## config.mk

```make
export PLATFORM = sky130hd
export DESIGN_NAME = execute_alu
export DESIGN_NICKNAME = d
export VERILOG_FILES = /design/src/hw/mips_defines.svh /design/src/hw/mips_pkg.sv /design/src/hw/execute_alu.sv
export SDC_FILE = /design/constraint.sdc
export NUM_CORES = 1
export LEC_CHECK = 0
export ABC_AREA = 1
export BUFFER_PORTS_ARGS = -buffer_cell sky130_fd_sc_hd__buf_2
export CAP_MARGIN = 20
export CORE_UTILIZATION = 35
export DETAILED_ROUTE_END_ITERATION = 7
export GPL_TIMING_DRIVEN = 0
export PLACE_DENSITY = 0.55
export SETUP_SLACK_MARGIN = 0.4
export SLEW_MARGIN = 40
export SYNTH_ARGS = -nofsm -noshare
export SYNTH_HDL_FRONTEND = slang
export SYNTH_SLANG_ARGS = --single-unit
export TNS_END_PERCENT = 30
```

## constraint.sdc

```tcl
create_clock -name vclk -period 7.7
set_input_delay 1.155 -clock vclk [all_inputs]
set_output_delay 1.155 -clock vclk [all_outputs]
set_load 0.02 [all_outputs]
```

## src/hw/mips_defines.svh

```systemverilog
// Memory depths, reset PC and the opcode and funct encodings of the core.
`ifndef MIPS_DEFINES_SVH
`define MIPS_DEFINES_SVH

`default_nettype none

`define MIPS_IMEM_DEPTH 256
`define MIPS_DMEM_DEPTH 256
`define MIPS_RESET_PC   32'h0000_0000

// Primary opcodes.
`define OP_RTYPE 6'h00
`define OP_J     6'h02
`define OP_BEQ   6'h04
`define OP_ADDIU 6'h09
`define OP_ANDI  6'h0c
`define OP_ORI   6'h0d
`define OP_LW    6'h23
`define OP_SW    6'h2b

// Function codes for R-type instructions.
`define FN_ADDU 6'h21
`define FN_SUBU 6'h23
`define FN_AND  6'h24
`define FN_OR   6'h25
`define FN_SLT  6'h2a

`default_nettype wire

`endif

```

## src/hw/mips_pkg.sv

```systemverilog
// Word and field types, ALU operation codes and the control, load, write-back and store structs.
`default_nettype none

package mips_pkg;

    typedef logic [31:0] word_t;
    typedef logic [4:0]  reg_addr_t;
    typedef logic [5:0]  opcode_t;
    typedef logic [5:0]  funct_t;

    typedef enum logic [2:0] {
        ADD = 3'd0,
        SUB = 3'd1,
        AND = 3'd2,
        OR  = 3'd3,
        SLT = 3'd4
    } alu_op_t;

    typedef struct packed {
        logic    reg_dst;     // Write rd instead of rt.
        logic    jump;
        logic    branch;
        logic    mem_to_reg;
        logic    mem_wr;
        logic    alu_src;     // ALU B operand comes from the immediate.
        logic    reg_wr;
        logic    sign_ext;
        alu_op_t alu_op;
    } ctrl_t;

    // The load port gives a byte address in addr.
    typedef struct packed {
        logic  valid;
        word_t addr;
        word_t data;
    } imem_load_t;

    typedef struct packed {
        logic      valid;
        reg_addr_t rd;
        word_t     data;
    } wb_t;

    typedef struct packed {
        logic  valid;
        word_t addr;
        word_t data;
    } store_t;

endpackage

`default_nettype wire

```

## src/hw/execute_alu.sv

```systemverilog
// ALU operand selection, result and zero flag.
`timescale 1ns/1ps
`default_nettype none

module execute_alu (
    input  mips_pkg::ctrl_t ctrl_i,
    input  mips_pkg::word_t opr_a_i,
    input  mips_pkg::word_t rdata2_i,
    input  mips_pkg::word_t sign_imm_i,
    output mips_pkg::word_t res_o,
    output logic            zero_o
);
    import mips_pkg::*;

    word_t opr_b;
    word_t res;

    assign opr_b = ctrl_i.alu_src ? sign_imm_i : rdata2_i;

    always_comb begin
        case (ctrl_i.alu_op)
            ADD:     res = opr_a_i + opr_b;
            SUB:     res = opr_a_i - opr_b;
            AND:     res = opr_a_i & opr_b;
            OR:      res = opr_a_i | opr_b;
            SLT:     res = {31'd0, $signed(opr_a_i) < $signed(opr_b)};
            default: res = '0;
        endcase
    end

    assign res_o  = res;
    assign zero_o = (res == '0); // Branch compare for beq.

endmodule

`default_nettype wire

```

==> out/metrics.yaml <==
fillers: 2384
min_path_type: "in2out"
drt_pass1_iterations: 6
period_share_pct: 84.5
nets: 1797
grt_pass1_vias: 7657
routedWlPerCell_um: 15.5
cts-hold-fix-buffers: 0
crit_family: "simple AND/OR/NAND/NOR gates"
grt_pass1_wl_mm: 43.0
most-common-layout-cells: "nand2_1 (499), inv_1 (351), buf_2 (144)"
drive_above_1_share_pct: 11.8
syn_nets: 1662
synth_cell_type_count: 32
nClkBuffers: 0
synthAdderAreaFrac_pct: 19.5
synth_compound_area_share_pct: 10.9
max_stage_delay_ns: 0.64
setup_viol: 0
syn_inst: 1447
row_count: 51
synth_area_per_cell_um2: 4.83
layout_commonest_cell: "nand2_1"
drt-total-wl_mm: 28.6
setup.worst_path.end_class: "primary output"
cp_max_fo: 10
fin_crit_ns: 6.51
grtUsageTotal_pct: 27.8
ant_nets: 0
antenna_found_initial: 0
crit_cells: 22
drtIter0Drc: 712
seq_area_um2: 0
yosys.area_share.simple_pct: 47.1
synth_xor_area_share_pct: 0.501
crit_slowest_cell: "clkbuf_1"
crit_type: "in2out"
outcome: "completed"
slew_viol_final: 0
die_x_um: 143
synth_top_family_by_area: "simple AND/OR/NAND/NOR gates"
fmax_mhz: 154
vias_per_cell: 4.74
critPathLaunchType: "input pin"
crit_top_cell: "nand2_1"
yosys_warnings: 0
gp_congestion: 0.930
post_cts_buffers: 0
relSlewSlack_pct: 37.5
yosysSeqAreaShare_pct: 0
rsz0062_at_grt: "no"
grt_max_degree: 11
hold_viol: 0
area_growth_pct: 14.4
syn_area_mm2: 0.00699
crit_buf_inv: 4
num_vias: 8746
port_buffers: 132
core_mm2: 0.0195
die_y_um: 143
route.detailed.drc: 0
setup_tns_ns: 0
io_pins: 140
initial_core_util_pct: 35.8
seq_cells: 0
hpwl_mm: 24.4
cts_resized: 0
tightest_slew_ns: 0.938
synth_mux_area_share_pct: 0
max-cap-violations: 0
crit_required_ns: 6.55
path_cells: "clkbuf_1 > clkbuf_1 > o21ai_0 > ha_1 > buf_4 > nand2_1 > nor2_1 > nand2_1 > nand2_1 > nand2_1 > nand2_1 > nand2_1 > nand2_1 > nand2_1 > nand3_1 > nand3_1 > nor2_1 > nand2_1 > nor2_1 > nand2_1 > nor2_1 > buf_2"
hold_depth: 5
cp.arrival_ns: 5.35
dieArea_mm2: 0.0206
overflow: 0
[path summary, 6_finish.rpt]
path                      start  endpoint  slack (ns)
worst min-delay path  ctrl_i[1]  res_o[0]        2.75
worst max-delay path  ctrl_i[5]    zero_o        1.19
[through the flow]
| stage | hold WS, ns | cell area [µm²] | worst slack [ns] | cells | utilization (%) |
|---|---|---|---|---|---|
| after detailed placement | 2.75 | 7990 | 1.21 | 1844 | 40.9 |
| after global placement | 2.75 | 7990 | 1.25 | 1844 | 40.9 |
| final | 2.75 | 8000 | 1.19 | 1846 | 41.0 |
| after floorplan | 2.52 | 6990 | 2.49 | 1447 | - |
| after CTS | 2.75 | 7990 | 1.20 | 1844 | 40.9 |
| after global routing | 2.79 | 8000 | 0.880 | 1845 | 41.0 |
[cell type report]
cell class	instances	area, µm²	share of cell area (%)
multi-input cells	1052	5460	68.2
inverters	355	1330	16.7
diodes	1	2.50	0.0313
well taps	265	332	4.14
plain buffers	40	208	2.60
repair buffers	133	672	8.40
[cell usage after synthesis]
cell type / number / area, µm²
o221ai_1: 2 / 17.5
nand3_2: 6 / 60.1
buf_6: 1 / 11.3
and2_1: 2 / 12.5
o21bai_1: 5 / 37.5
a221oi_1: 1 / 8.76
o21ai_0: 54 / 270
clkbuf_2: 3 / 15.0
and3_1: 2 / 12.5
nor2_4: 1 / 11.3
buf_4: 8 / 60.1
fa_1: 2 / 40.0
a21oi_1: 72 / 360
nor3_1: 9 / 45.0
o21ai_1: 1 / 5.00
or2_2: 3 / 18.8
nor2_2: 11 / 68.8
nand2_2: 1 / 6.26
inv_2: 4 / 15.0
nand3_1: 121 / 606
nor3_2: 3 / 30.0
nand4_1: 10 / 62.6
nand2_1: 499 / 1870
inv_1: 351 / 1320
buf_2: 12 / 60.1
a32oi_1: 1 / 8.76
nor2_1: 130 / 488
o211ai_1: 1 / 7.51
o2111ai_1: 5 / 43.8
xor2_1: 4 / 35.0
ha_1: 106 / 1330
clkbuf_1: 16 / 60.1
[routing by layer]
layer  GRT usage [%]  vias up  wire length (µm)  part of all wire [%]
li1                -     4607                 -                     -
met1            41.7     3815             14200                    50
met2            43.9      300             12000                    42
met3            1.63       24              1920                   6.7
met4            3.75        0               418                   1.5
met5               0        -                 0                     0
[logic make-up (layout without fill, tap and decap cells)]
| kind of cell | count (synthesis) | count (layout) |
|---|---|---|
| other | 0 | 1 |
| buffers and inverters | 395 | 528 |
| AOI/OAI and AO/OA | 142 | 142 |
| xor gates and xnor gates | 4 | 4 |
| and+or+nand+nor | 798 | 798 |
| adders and majority gates | 108 | 108 |
[tightest hold or removal path: stages]
cell and delay, ns:
buf_2 0.10, o21ai_0 0.08, nand2_1 0.08, inv_1 0.04, buf_2 0.15
