--- src/hw/mips_defines.svh ---
// Memory depths, reset PC and the opcode and funct encodings of the core.
`ifndef MIPS_DEFINES_SVH
`define MIPS_DEFINES_SVH

`default_nettype none

`define MIPS_IMEM_DEPTH 256
`define MIPS_DMEM_DEPTH 256
`define MIPS_RESET_PC   32'h0000_0000

// Primary opcodes.
`define OP_RTYPE 6'h00
`define OP_J     6'h02
`define OP_BEQ   6'h04
`define OP_ADDIU 6'h09
`define OP_ANDI  6'h0c
`define OP_ORI   6'h0d
`define OP_LW    6'h23
`define OP_SW    6'h2b

// Function codes for R-type instructions.
`define FN_ADDU 6'h21
`define FN_SUBU 6'h23
`define FN_AND  6'h24
`define FN_OR   6'h25
`define FN_SLT  6'h2a

`default_nettype wire

`endif

--- src/hw/mips_pkg.sv ---
// Word and field types, ALU operation codes and the control, load, write-back and store structs.
`default_nettype none

package mips_pkg;

    typedef logic [31:0] word_t;
    typedef logic [4:0]  reg_addr_t;
    typedef logic [5:0]  opcode_t;
    typedef logic [5:0]  funct_t;

    typedef enum logic [2:0] {
        ADD = 3'd0,
        SUB = 3'd1,
        AND = 3'd2,
        OR  = 3'd3,
        SLT = 3'd4
    } alu_op_t;

    typedef struct packed {
        logic    reg_dst;     // Write rd instead of rt.
        logic    jump;
        logic    branch;
        logic    mem_to_reg;
        logic    mem_wr;
        logic    alu_src;     // ALU B operand comes from the immediate.
        logic    reg_wr;
        logic    sign_ext;
        alu_op_t alu_op;
    } ctrl_t;

    // The load port gives a byte address in addr.
    typedef struct packed {
        logic  valid;
        word_t addr;
        word_t data;
    } imem_load_t;

    typedef struct packed {
        logic      valid;
        reg_addr_t rd;
        word_t     data;
    } wb_t;

    typedef struct packed {
        logic  valid;
        word_t addr;
        word_t data;
    } store_t;

endpackage

`default_nettype wire

--- src/hw/regfile.sv ---
// Two-read, one-write register file with r0 hard-wired to zero.
`timescale 1ns/1ps
`default_nettype none

module regfile (
    input  logic                clk,
    input  logic                reset_i,
    input  logic                we_i,
    input  mips_pkg::reg_addr_t waddr_i,
    input  mips_pkg::word_t     wdata_i,
    input  mips_pkg::reg_addr_t raddr1_i,
    input  mips_pkg::reg_addr_t raddr2_i,
    output mips_pkg::word_t     rdata1_o,
    output mips_pkg::word_t     rdata2_o
);
    import mips_pkg::*;

    word_t regs [1:31]; // No storage behind r0.

    always_ff @(posedge clk) begin
        if (reset_i) begin
            for (int i = 1; i < 32; i++) begin
                regs[i] <= '0;
            end
        end else if (we_i && (waddr_i != 5'd0)) begin
            regs[waddr_i] <= wdata_i;
        end
    end

    // Reads are combinational, so a write shows up from the next cycle on.
    assign rdata1_o = (raddr1_i == 5'd0) ? '0 : regs[raddr1_i];
    assign rdata2_o = (raddr2_i == 5'd0) ? '0 : regs[raddr2_i];

endmodule

`default_nettype wire

--- config.mk ---
export PLATFORM = sky130hd
export DESIGN_NAME = regfile
export DESIGN_NICKNAME = d
export VERILOG_FILES = /design/src/hw/mips_defines.svh /design/src/hw/mips_pkg.sv /design/src/hw/regfile.sv
export SDC_FILE = /design/constraint.sdc
export NUM_CORES = 2
export LEC_CHECK = 0
export BUFFER_PORTS_ARGS = -buffer_cell sky130_fd_sc_hd__buf_2
export CAP_MARGIN = 0
export CORE_UTILIZATION = 60
export CTS_CLUSTER_SIZE = 30
export DETAILED_ROUTE_END_ITERATION = 8
export PLACE_DENSITY = 0.77
export SETUP_SLACK_MARGIN = 0.4
export SYNTH_ARGS = -nofsm -noshare
export SYNTH_HDL_FRONTEND = slang
export SYNTH_SLANG_ARGS = --single-unit
export TNS_END_PERCENT = 30
--- constraint.sdc ---
create_clock -name clk -period 2.1 [get_ports clk]
set_input_delay 0.105 -clock clk [delete_from_list [all_inputs] [get_ports clk]]
set_output_delay 0.105 -clock clk [all_outputs]
set_load 0.05 [all_outputs]
==> results.toml <==
[finish]
regMostFlops = "regs"
largestRegisters = "regs x1024"
nets = 4131
layout-drive-gt1-share_pct = 34.8
stdcell_count = 5346
fillCellCount = 5329
synthToLayoutAreaGrowth_pct = 22.6
largest_reg_flops = 1024

[global_route]
antenna_found_initial = 7
grt_pass1_wl_mm = 268
grt_pass1_vias = 39569
track_usage_pct = 40.6
overflow = 0
grt_max_degree = 40

[timing]
drv_slew = 0
min_period_ns = 2.79
slew_headroom_pct = 52.3
fmax_ghz = 0.359
worst_pin_slew_ns = 0.713
setup_viol = 64
worst_slack_ns = -0.689
rsz0062_at_grt = "true"
fin_tns_setup_ns = -27.44
period_share_pct = 133
hold_viol = 0
hold_slack_ns = 0.0230

[floorplanning]
core_um2 = 90100
pin_count = 114
die_w_um = 304
rows = 110
start_util_pct = 60.6
die_h_um = 304
dieArea_um2 = 92300

[synthesis]
synth_mux_area_share_pct = 21.3
ys_types = 44
synth_xor_area_share_pct = 0
syn_area_um2 = 54600
ys_async_sr_fraction_pct = 0
ys_seq_elements = 1024
synth_fa_ha_area_share_pct = 0
synth-compound-area-share_pct = 5.39
synth.avg_cell_area_um2 = 14.5
yosys.area.top_type = "edfxtp_1"
yosys.area_share.simple_pct = 13.7
netlist_top_cells_area = "edfxtp_1 (56%), mux4_2 (15%), and2_1 (11%)"
synth_ff_type = "edfxtp_1"
yosysWarningCount = 0
synthMostInstantiatedCell = "edfxtp_1"
synthTopCellsByCount = "edfxtp_1 (1024), and2_1 (995), mux4_2 (356), mux2i_1 (322), clkbuf_1 (302)"
synth_top_area_share_pct = 56.3
synth_top_family_by_area = "multiplexers"
synth_edf_count = 1024
yosysSeqAreaShare_pct = 56.3
synthCells = 3765

[detailed_routing]
first_pass_iters = 5
drtIter0Drc = 5826
dr_total_vias = 38501
drc_errors = 0
wl_per_cell_um = 34.8
wl_mm = 186
ant_nets = 0
route.met3.wl_mm = 24.1
dr.max_layer_used = "met5"
wl_met2_mm = 85.0
met1_length_mm = 62.9
vias_per_cell = 7.20

[hold_path]
worstHoldPathCells = 1
holdPathEnd = "regs[0][10]"
hp-class = "input pin to register"
worstHoldStart = "wdata_i[10]"

[critical_path]
crit_type = "register to primary output"
cp_max_fo = 2
worstPathRequired_ns = 2.00
cp-end-kind = "primary output"
arrival_ns = 2.68
setup.worst_path.start_class = "register"
worstSetupStartpoint = "regs[29][21]"

[placed_design]
place_ws_ns = -0.336
hpwl_mm = 119
place_congestion = 0.955
port_buffers = 113
placed_cells = 5109

[power]
power_leakage_nw = 24.1
vdd_drop_max_v = 0.00101
power.density_nw_per_um2 = 767

[clock_tree]
cts.path.max_buffers = 3
clk_transition_reported_paths_ns = 0.06
htree_num_levels = 3
cts-root-buf = "clkbuf_16"
cts_tree = "done"
cts.sink_count = 1024
cts_made_buffers = 104

[run_status]
failed_checks = "setup timing"
status = "complete, but fails checks"

[run]
max_cap_violations = 0
-- cells by family after synthesis --
kind of cell | after synthesis
AOI/OAI and AO/OA | 407
DFF | 1024
other | 1
muxes | 712
and+or+nand+nor | 1213
buffers and inverters | 408
-- cell type report --
class | instances | area, µm² | area share (%)
sequential | 1024 | 30700 | 45.9
antenna | 7 | 17.5 | 0.0262
tap | 1176 | 1470 | 2.20
clock buffer | 136 | 2810 | 4.19
timing repair buffer | 586 | 6170 | 9.22
inverter | 1 | 3.75 | 0.00560
multi-input combinational | 2364 | 25300 | 37.7
clock inverter | 52 | 470 | 0.702
-- worst max path at each step --
| stage | end | slack (ns) | cells past startpoint |
|---|---|---|---|
| 2_1_floorplan | rdata1_o[17] | 0.14 | 9 |
| 3_3_place_gp | rdata2_o[1] | -0.34 | 9 |
| 3_5_place_dp | rdata2_o[8] | -0.34 | 7 |
| 4_1_cts | rdata2_o[21] | -0.65 | 6 |
| 5_1_grt | rdata2_o[21] | -0.71 | 6 |
| 6_report | rdata2_o[21] | -0.69 | 6 |
-- per-layer routing --
layer | vias up | track usage (%)
li1 | 15070 | -
met1 | 19339 | 52.2
met2 | 3326 | 62.2
met3 | 762 | 9.62
met4 | 4 | 26.7
met5 | - | 0
-- cell usage in the layout, fill, tap and decap left out, drive strengths merged, types with 4 or more instances in the layout --
cell type    instances
a2111oi             55
a211oi              47
a21oi               56
a221oi               4
a22o                51
a22oi              104
and2               995
buf                556
bufinv               9
clkbuf             136
clkinv              42
conb                32
diode                7
dlygate4sd3         30
edfxtp            1024
mux2                34
mux2i              322
mux4               356
nand2                6
nand3                4
nand3b               5
nor2                37
nor2b               56
nor3                26
nor4                33
o21ai               36
o22ai               51
or2                 32
-- stage by stage --
stage	power [W]	instance area, µm²	util, %
6_report	0.0514	67000	74.3
3_5_place_dp	0.0327	62200	69.0
4_1_cts	0.0511	66800	74.1
3_3_place_gp	0.0324	62200	69.0
2_1_floorplan	0.0295	57500	-
5_1_grt	0.0524	67000	74.3
-- what timing repair did --
action,4_1_cts,5_1_grt
buffers inserted,11,1
endpoints found under the setup margin,64,64
resized for setup,228,31
pin swaps,122,19
hold buffers,30,0
endpoints found under the hold margin,30,0
-- where the power goes --
group,total (W),internal [W],switching [W],leakage [nW]
clock network,0.0183,0.0104,0.00789,1.61
registers,0.0243,0.0236,0.000681,9.75
logic,0.00872,0.00384,0.00488,12.8
-- worst max-delay path, cell delays in order, from the launching register on --
cell and delay [ns]:
edfxtp_1 0.41, mux4_2 0.53, a221oi_4 0.40, o21ai_2 0.15, nor4b_4 0.17, buf_4 0.17, buf_6 0.15
Note: power is estimated with default switching activity, not from simulation.
