===== src/hw/mips_defines.svh =====
// Memory depths, reset PC and the opcode and funct encodings of the core.
`ifndef MIPS_DEFINES_SVH
`define MIPS_DEFINES_SVH

`default_nettype none

`define MIPS_IMEM_DEPTH 256
`define MIPS_DMEM_DEPTH 256
`define MIPS_RESET_PC   32'h0000_0000

// Primary opcodes.
`define OP_RTYPE 6'h00
`define OP_J     6'h02
`define OP_BEQ   6'h04
`define OP_ADDIU 6'h09
`define OP_ANDI  6'h0c
`define OP_ORI   6'h0d
`define OP_LW    6'h23
`define OP_SW    6'h2b

// Function codes for R-type instructions.
`define FN_ADDU 6'h21
`define FN_SUBU 6'h23
`define FN_AND  6'h24
`define FN_OR   6'h25
`define FN_SLT  6'h2a

`default_nettype wire

`endif


===== src/hw/mips_pkg.sv =====
// Word and field types, ALU operation codes and the control, load, write-back and store structs.
`default_nettype none

package mips_pkg;

    typedef logic [31:0] word_t;
    typedef logic [4:0]  reg_addr_t;
    typedef logic [5:0]  opcode_t;
    typedef logic [5:0]  funct_t;

    typedef enum logic [2:0] {
        ADD = 3'd0,
        SUB = 3'd1,
        AND = 3'd2,
        OR  = 3'd3,
        SLT = 3'd4
    } alu_op_t;

    typedef struct packed {
        logic    reg_dst;     // Write rd instead of rt.
        logic    jump;
        logic    branch;
        logic    mem_to_reg;
        logic    mem_wr;
        logic    alu_src;     // ALU B operand comes from the immediate.
        logic    reg_wr;
        logic    sign_ext;
        alu_op_t alu_op;
    } ctrl_t;

    // The load port gives a byte address in addr.
    typedef struct packed {
        logic  valid;
        word_t addr;
        word_t data;
    } imem_load_t;

    typedef struct packed {
        logic      valid;
        reg_addr_t rd;
        word_t     data;
    } wb_t;

    typedef struct packed {
        logic  valid;
        word_t addr;
        word_t data;
    } store_t;

endpackage

`default_nettype wire


===== src/hw/decode_control.sv =====
// Instruction field extraction, immediate extension and control decode.
`timescale 1ns/1ps
`include "mips_defines.svh"
`default_nettype none

module decode_control (
    input  mips_pkg::word_t     instr_i,
    output mips_pkg::reg_addr_t rs_o,
    output mips_pkg::reg_addr_t rt_o,
    output mips_pkg::reg_addr_t rd_o,
    output mips_pkg::word_t     sign_imm_o,
    output mips_pkg::ctrl_t     ctrl_o
);
    import mips_pkg::*;

    opcode_t   opcode;
    funct_t    funct;
    reg_addr_t rs;
    reg_addr_t rt;
    reg_addr_t rd;
    ctrl_t     ctrl;

    assign opcode = instr_i[31:26];
    assign rs     = instr_i[25:21];
    assign rt     = instr_i[20:16];
    assign rd     = instr_i[15:11];
    assign funct  = instr_i[5:0];

    always_comb begin
        ctrl = '0; // Unknown encodings fall through as no-ops.
        case (opcode)
            `OP_RTYPE: begin
                ctrl.reg_dst = 1'b1;
                ctrl.reg_wr  = 1'b1;
                case (funct)
                    `FN_ADDU: ctrl.alu_op = ADD;
                    `FN_SUBU: ctrl.alu_op = SUB;
                    `FN_AND:  ctrl.alu_op = AND;
                    `FN_OR:   ctrl.alu_op = OR;
                    `FN_SLT:  ctrl.alu_op = SLT;
                    default:  ctrl = '0;
                endcase
            end
            `OP_ADDIU: begin
                ctrl.alu_src  = 1'b1;
                ctrl.reg_wr   = 1'b1;
                ctrl.sign_ext = 1'b1;
                ctrl.alu_op   = ADD;
            end
            `OP_ANDI: begin
                ctrl.alu_src = 1'b1;
                ctrl.reg_wr  = 1'b1;
                ctrl.alu_op  = AND;
            end
            `OP_ORI: begin
                ctrl.alu_src = 1'b1;
                ctrl.reg_wr  = 1'b1;
                ctrl.alu_op  = OR;
            end
            `OP_LW: begin
                ctrl.alu_src    = 1'b1;
                ctrl.reg_wr     = 1'b1;
                ctrl.mem_to_reg = 1'b1;
                ctrl.sign_ext   = 1'b1;
                ctrl.alu_op     = ADD;
            end
            `OP_SW: begin
                ctrl.alu_src  = 1'b1;
                ctrl.mem_wr   = 1'b1;
                ctrl.sign_ext = 1'b1;
                ctrl.alu_op   = ADD;
            end
            `OP_BEQ: begin
                ctrl.branch   = 1'b1;   // Taken when rs - rt is zero.
                ctrl.sign_ext = 1'b1;
                ctrl.alu_op   = SUB;
            end
            `OP_J: begin
                ctrl.jump = 1'b1;
            end
            default: ctrl = '0;
        endcase
    end

    // andi and ori take the immediate zero-extended.
    assign sign_imm_o = ctrl.sign_ext ? {{16{instr_i[15]}}, instr_i[15:0]}
                                      : {16'h0000, instr_i[15:0]};

    assign rs_o   = rs;
    assign rt_o   = rt;
    assign rd_o   = ctrl.reg_dst ? rd : rt;
    assign ctrl_o = ctrl;

endmodule

`default_nettype wire


===== config.mk =====
export PLATFORM = sky130hd
export DESIGN_NAME = decode_control
export DESIGN_NICKNAME = d
export VERILOG_FILES = /design/src/hw/mips_pkg.sv /design/src/hw/decode_control.sv
export VERILOG_INCLUDE_DIRS = /design/src /design/src/hw
export SDC_FILE = /design/constraint.sdc
export NUM_CORES = 1
export LEC_CHECK = 0
export ABC_AREA = 1
export BUFFER_PORTS_ARGS = -buffer_cell sky130_fd_sc_hd__buf_2
export CAP_MARGIN = 0
export CORE_AREA = 8 8 59 48
export DETAILED_ROUTE_END_ITERATION = 10
export DIE_AREA = 0 0 67 56
export GPL_ROUTABILITY_DRIVEN = 0
export PLACE_DENSITY = 0.94
export SLEW_MARGIN = 20
export SYNTH_ARGS = -nofsm -noshare
export SYNTH_HDL_FRONTEND = slang
export SYNTH_SLANG_ARGS = --single-unit

===== constraint.sdc =====
create_clock -name vclk -period 4.25
set_input_delay 0.85 -clock vclk [all_inputs]
set_output_delay 0.85 -clock vclk [all_outputs]
set_load 0.01 [all_outputs]

==> impl_metrics.yaml <==
global_route:
  grt-ovfl-total: 0
  antenna_found_initial: 0
  grt_pass1_vias: 643
  grt_pass1_wl_mm: 2.90
  grt_max_degree: 17
  grt_usage: 0.0880
setup_path:
  cp_common_cell: "nand2_1"
  crit_path_start_kind: "input port"
  end_kind: "output pin"
  crit_fanout: 16
  worstSetupPathType: "in2out"
  cp_cell_sequence: "buf_2 -> nand2_1 -> nor3_1 -> nand2_1 -> nand2_1 -> nor2_1 -> nor2_1 -> buf_2"
  slowest_delay_ns: 0.48
  critical_path.slowest_cell: "nor2_1"
  arrival_ns: 2.28
  required_ns: 3.40
logic_synthesis:
  synth_top_area_frac: 0.483
  yosysSeqAreaShare: 0
  yosys.area_share.simple: 0.405
  synth_cell_types: 16
  ys_warn_count: 0
  yosys.area_share.xor_xnor: 0
  synth_top_family_by_area: "buffers and inverters"
  syn-num-nets: 143
  synth_area_leaders: "buf_4 48%, nand2_1 12%, inv_1 7.7%"
  synth_compound_area_frac: 0.0236
  synthesis.area_um2: 637
  yosys.area.top_type: "buf_4"
  synth_mux_area_frac: 0
  synthCells: 111
  synth_area_per_cell_um2: 5.74
  synthAdderAreaFrac: 0
floorplanning:
  rows: 14
  die_w_um: 67
  ios: 90
  core-area_um2: 1930
  fp.dieH_um: 56
  initial_core_util: 0.331
  dieArea_um2: 3750
timing:
  whs_ns: 1.70
  fin_setup_tns_ns: 0
  rsz0062_at_grt: "no"
  fmax_mhz: 319
  slew_viol_final: 0
  tightest_slew_ns: 0.625
  period_needed_ns: 3.13
  fin_crit_sh: 0.737
  hold_violations: 0
  fin_ws_ns: 1.12
  setup_viol: 0
  relSlewSlack: 0.582
power_and_ir_drop:
  p_leak_nw: 0.556
  power_switching_mw: 0.0312
  combPwrFrac: 1.000
  seqPwrFrac: 0
  total_power_mw: 0.0537
  power.density_nw_per_um2: 75.6
  switching_share: 0.582
  ir_drop_v: 0.0000341
  intPower_mw: 0.0224
  p_clk_frac: 0
final_layout:
  utilization: 0.368
  design_area_um2: 709
  drive_gt1_frac: 0.550
  seqCellArea_um2: 0
  synthToLayoutAreaGrowth_pct: 11.4
  antenna_cells: 0
  finalNonFillerCells: 164
  nNetsFinal: 174
  seq_cells: 0
  n_clock_buffer: 0
placement:
  dp_hpwl_mm: 1.74
  portBuffers: 70
  dpl_cell_area_um2: 709
  placedCellCount: 164
  pre_cts_ws_ns: 1.09
worst_hold_path:
  holdCritPathClass: "in2out"
clocking:
  post_cts_resized: 0
  hold_buffers: 0
  post-cts-setup-buffer-count: 0
drt:
  route.detailed.drc: 0
  antenna_left: 0
  wl_per_cell_um: 11.8
  dr.pass1.iters: 3
  routed_wirelength_mm: 1.94
  num_vias: 690
  drtIter0Drc: 8
  vias_per_cell: 4.21
run_status:
  status: "finished, final reports clean"
job:
  cap_violations: 0
cell usage in the layout, fill, tap and decap left out, drive strengths merged:
cell     n
inv     15
nand2   22
buf     70
nand3    9
nor2    13
o21ai    3
nand4    4
nor3     2
nand3b   2
per-layer routing:
metal / track usage / up-vias / part of all wire
li1: - / 363 / -
met1: 0.101 / 294 / 0.38
met2: 0.172 / 33 / 0.52
met3: 0.0101 / 0 / 0.10
met4: 0.00298 / 0 / 0
met5: 0 / - / 0
critical path, delay by kind of cell:
family	cells	cell delay, ns
AND/OR/NAND/NOR	6	1.04
buffers and inverters	2	0.39
path summary, 6_finish.rpt:
path | start | endpoint | slack [ns] | cells past startpoint
max | instr_i[26] | sign_imm_o[19] | 1.12 | 8
min | instr_i[21] | rs_o[0] | 1.70 | 0
layout make-up:
type | count | area (um2)
fill | 233 | 1220
timing repair buffer | 70 | 350
multi-input combinational | 55 | 273
inverter | 15 | 56.3
tap | 24 | 30.0
cell families (layout without fill, tap and decap cells):
group,after synthesis,count (layout)
AO/OA/AOI/OAI,3,3
buffers and inverters,56,85
AND/OR/NAND/NOR,52,52
cells in the mapped netlist:
cell       n
buf_4     41
nand2_1   20
inv_1     13
nor2_1    11
nand3_1    9
nand4_1    4
inv_2      2
nand3b_1   2
o21ai_0    2
nand2_2    1
nand2_4    1
nor2_2     1
nor2_4     1
nor3_1     1
nor3_4     1
o21ai_1    1
power by group through the flow:
| stage | clock network, mW | registers, mW | logic [mW] |
|---|---|---|---|
| after floorplan | 0 | 0 | 0.0468 |
| after global placement | 0 | 0 | 0.0534 |
| after detailed placement | 0 | 0 | 0.0545 |
| after CTS | 0 | 0 | 0.0546 |
| after global routing | 0 | 0 | 0.0594 |
| final | 0 | 0 | 0.0537 |
Power figures use the tool's default switching activity.
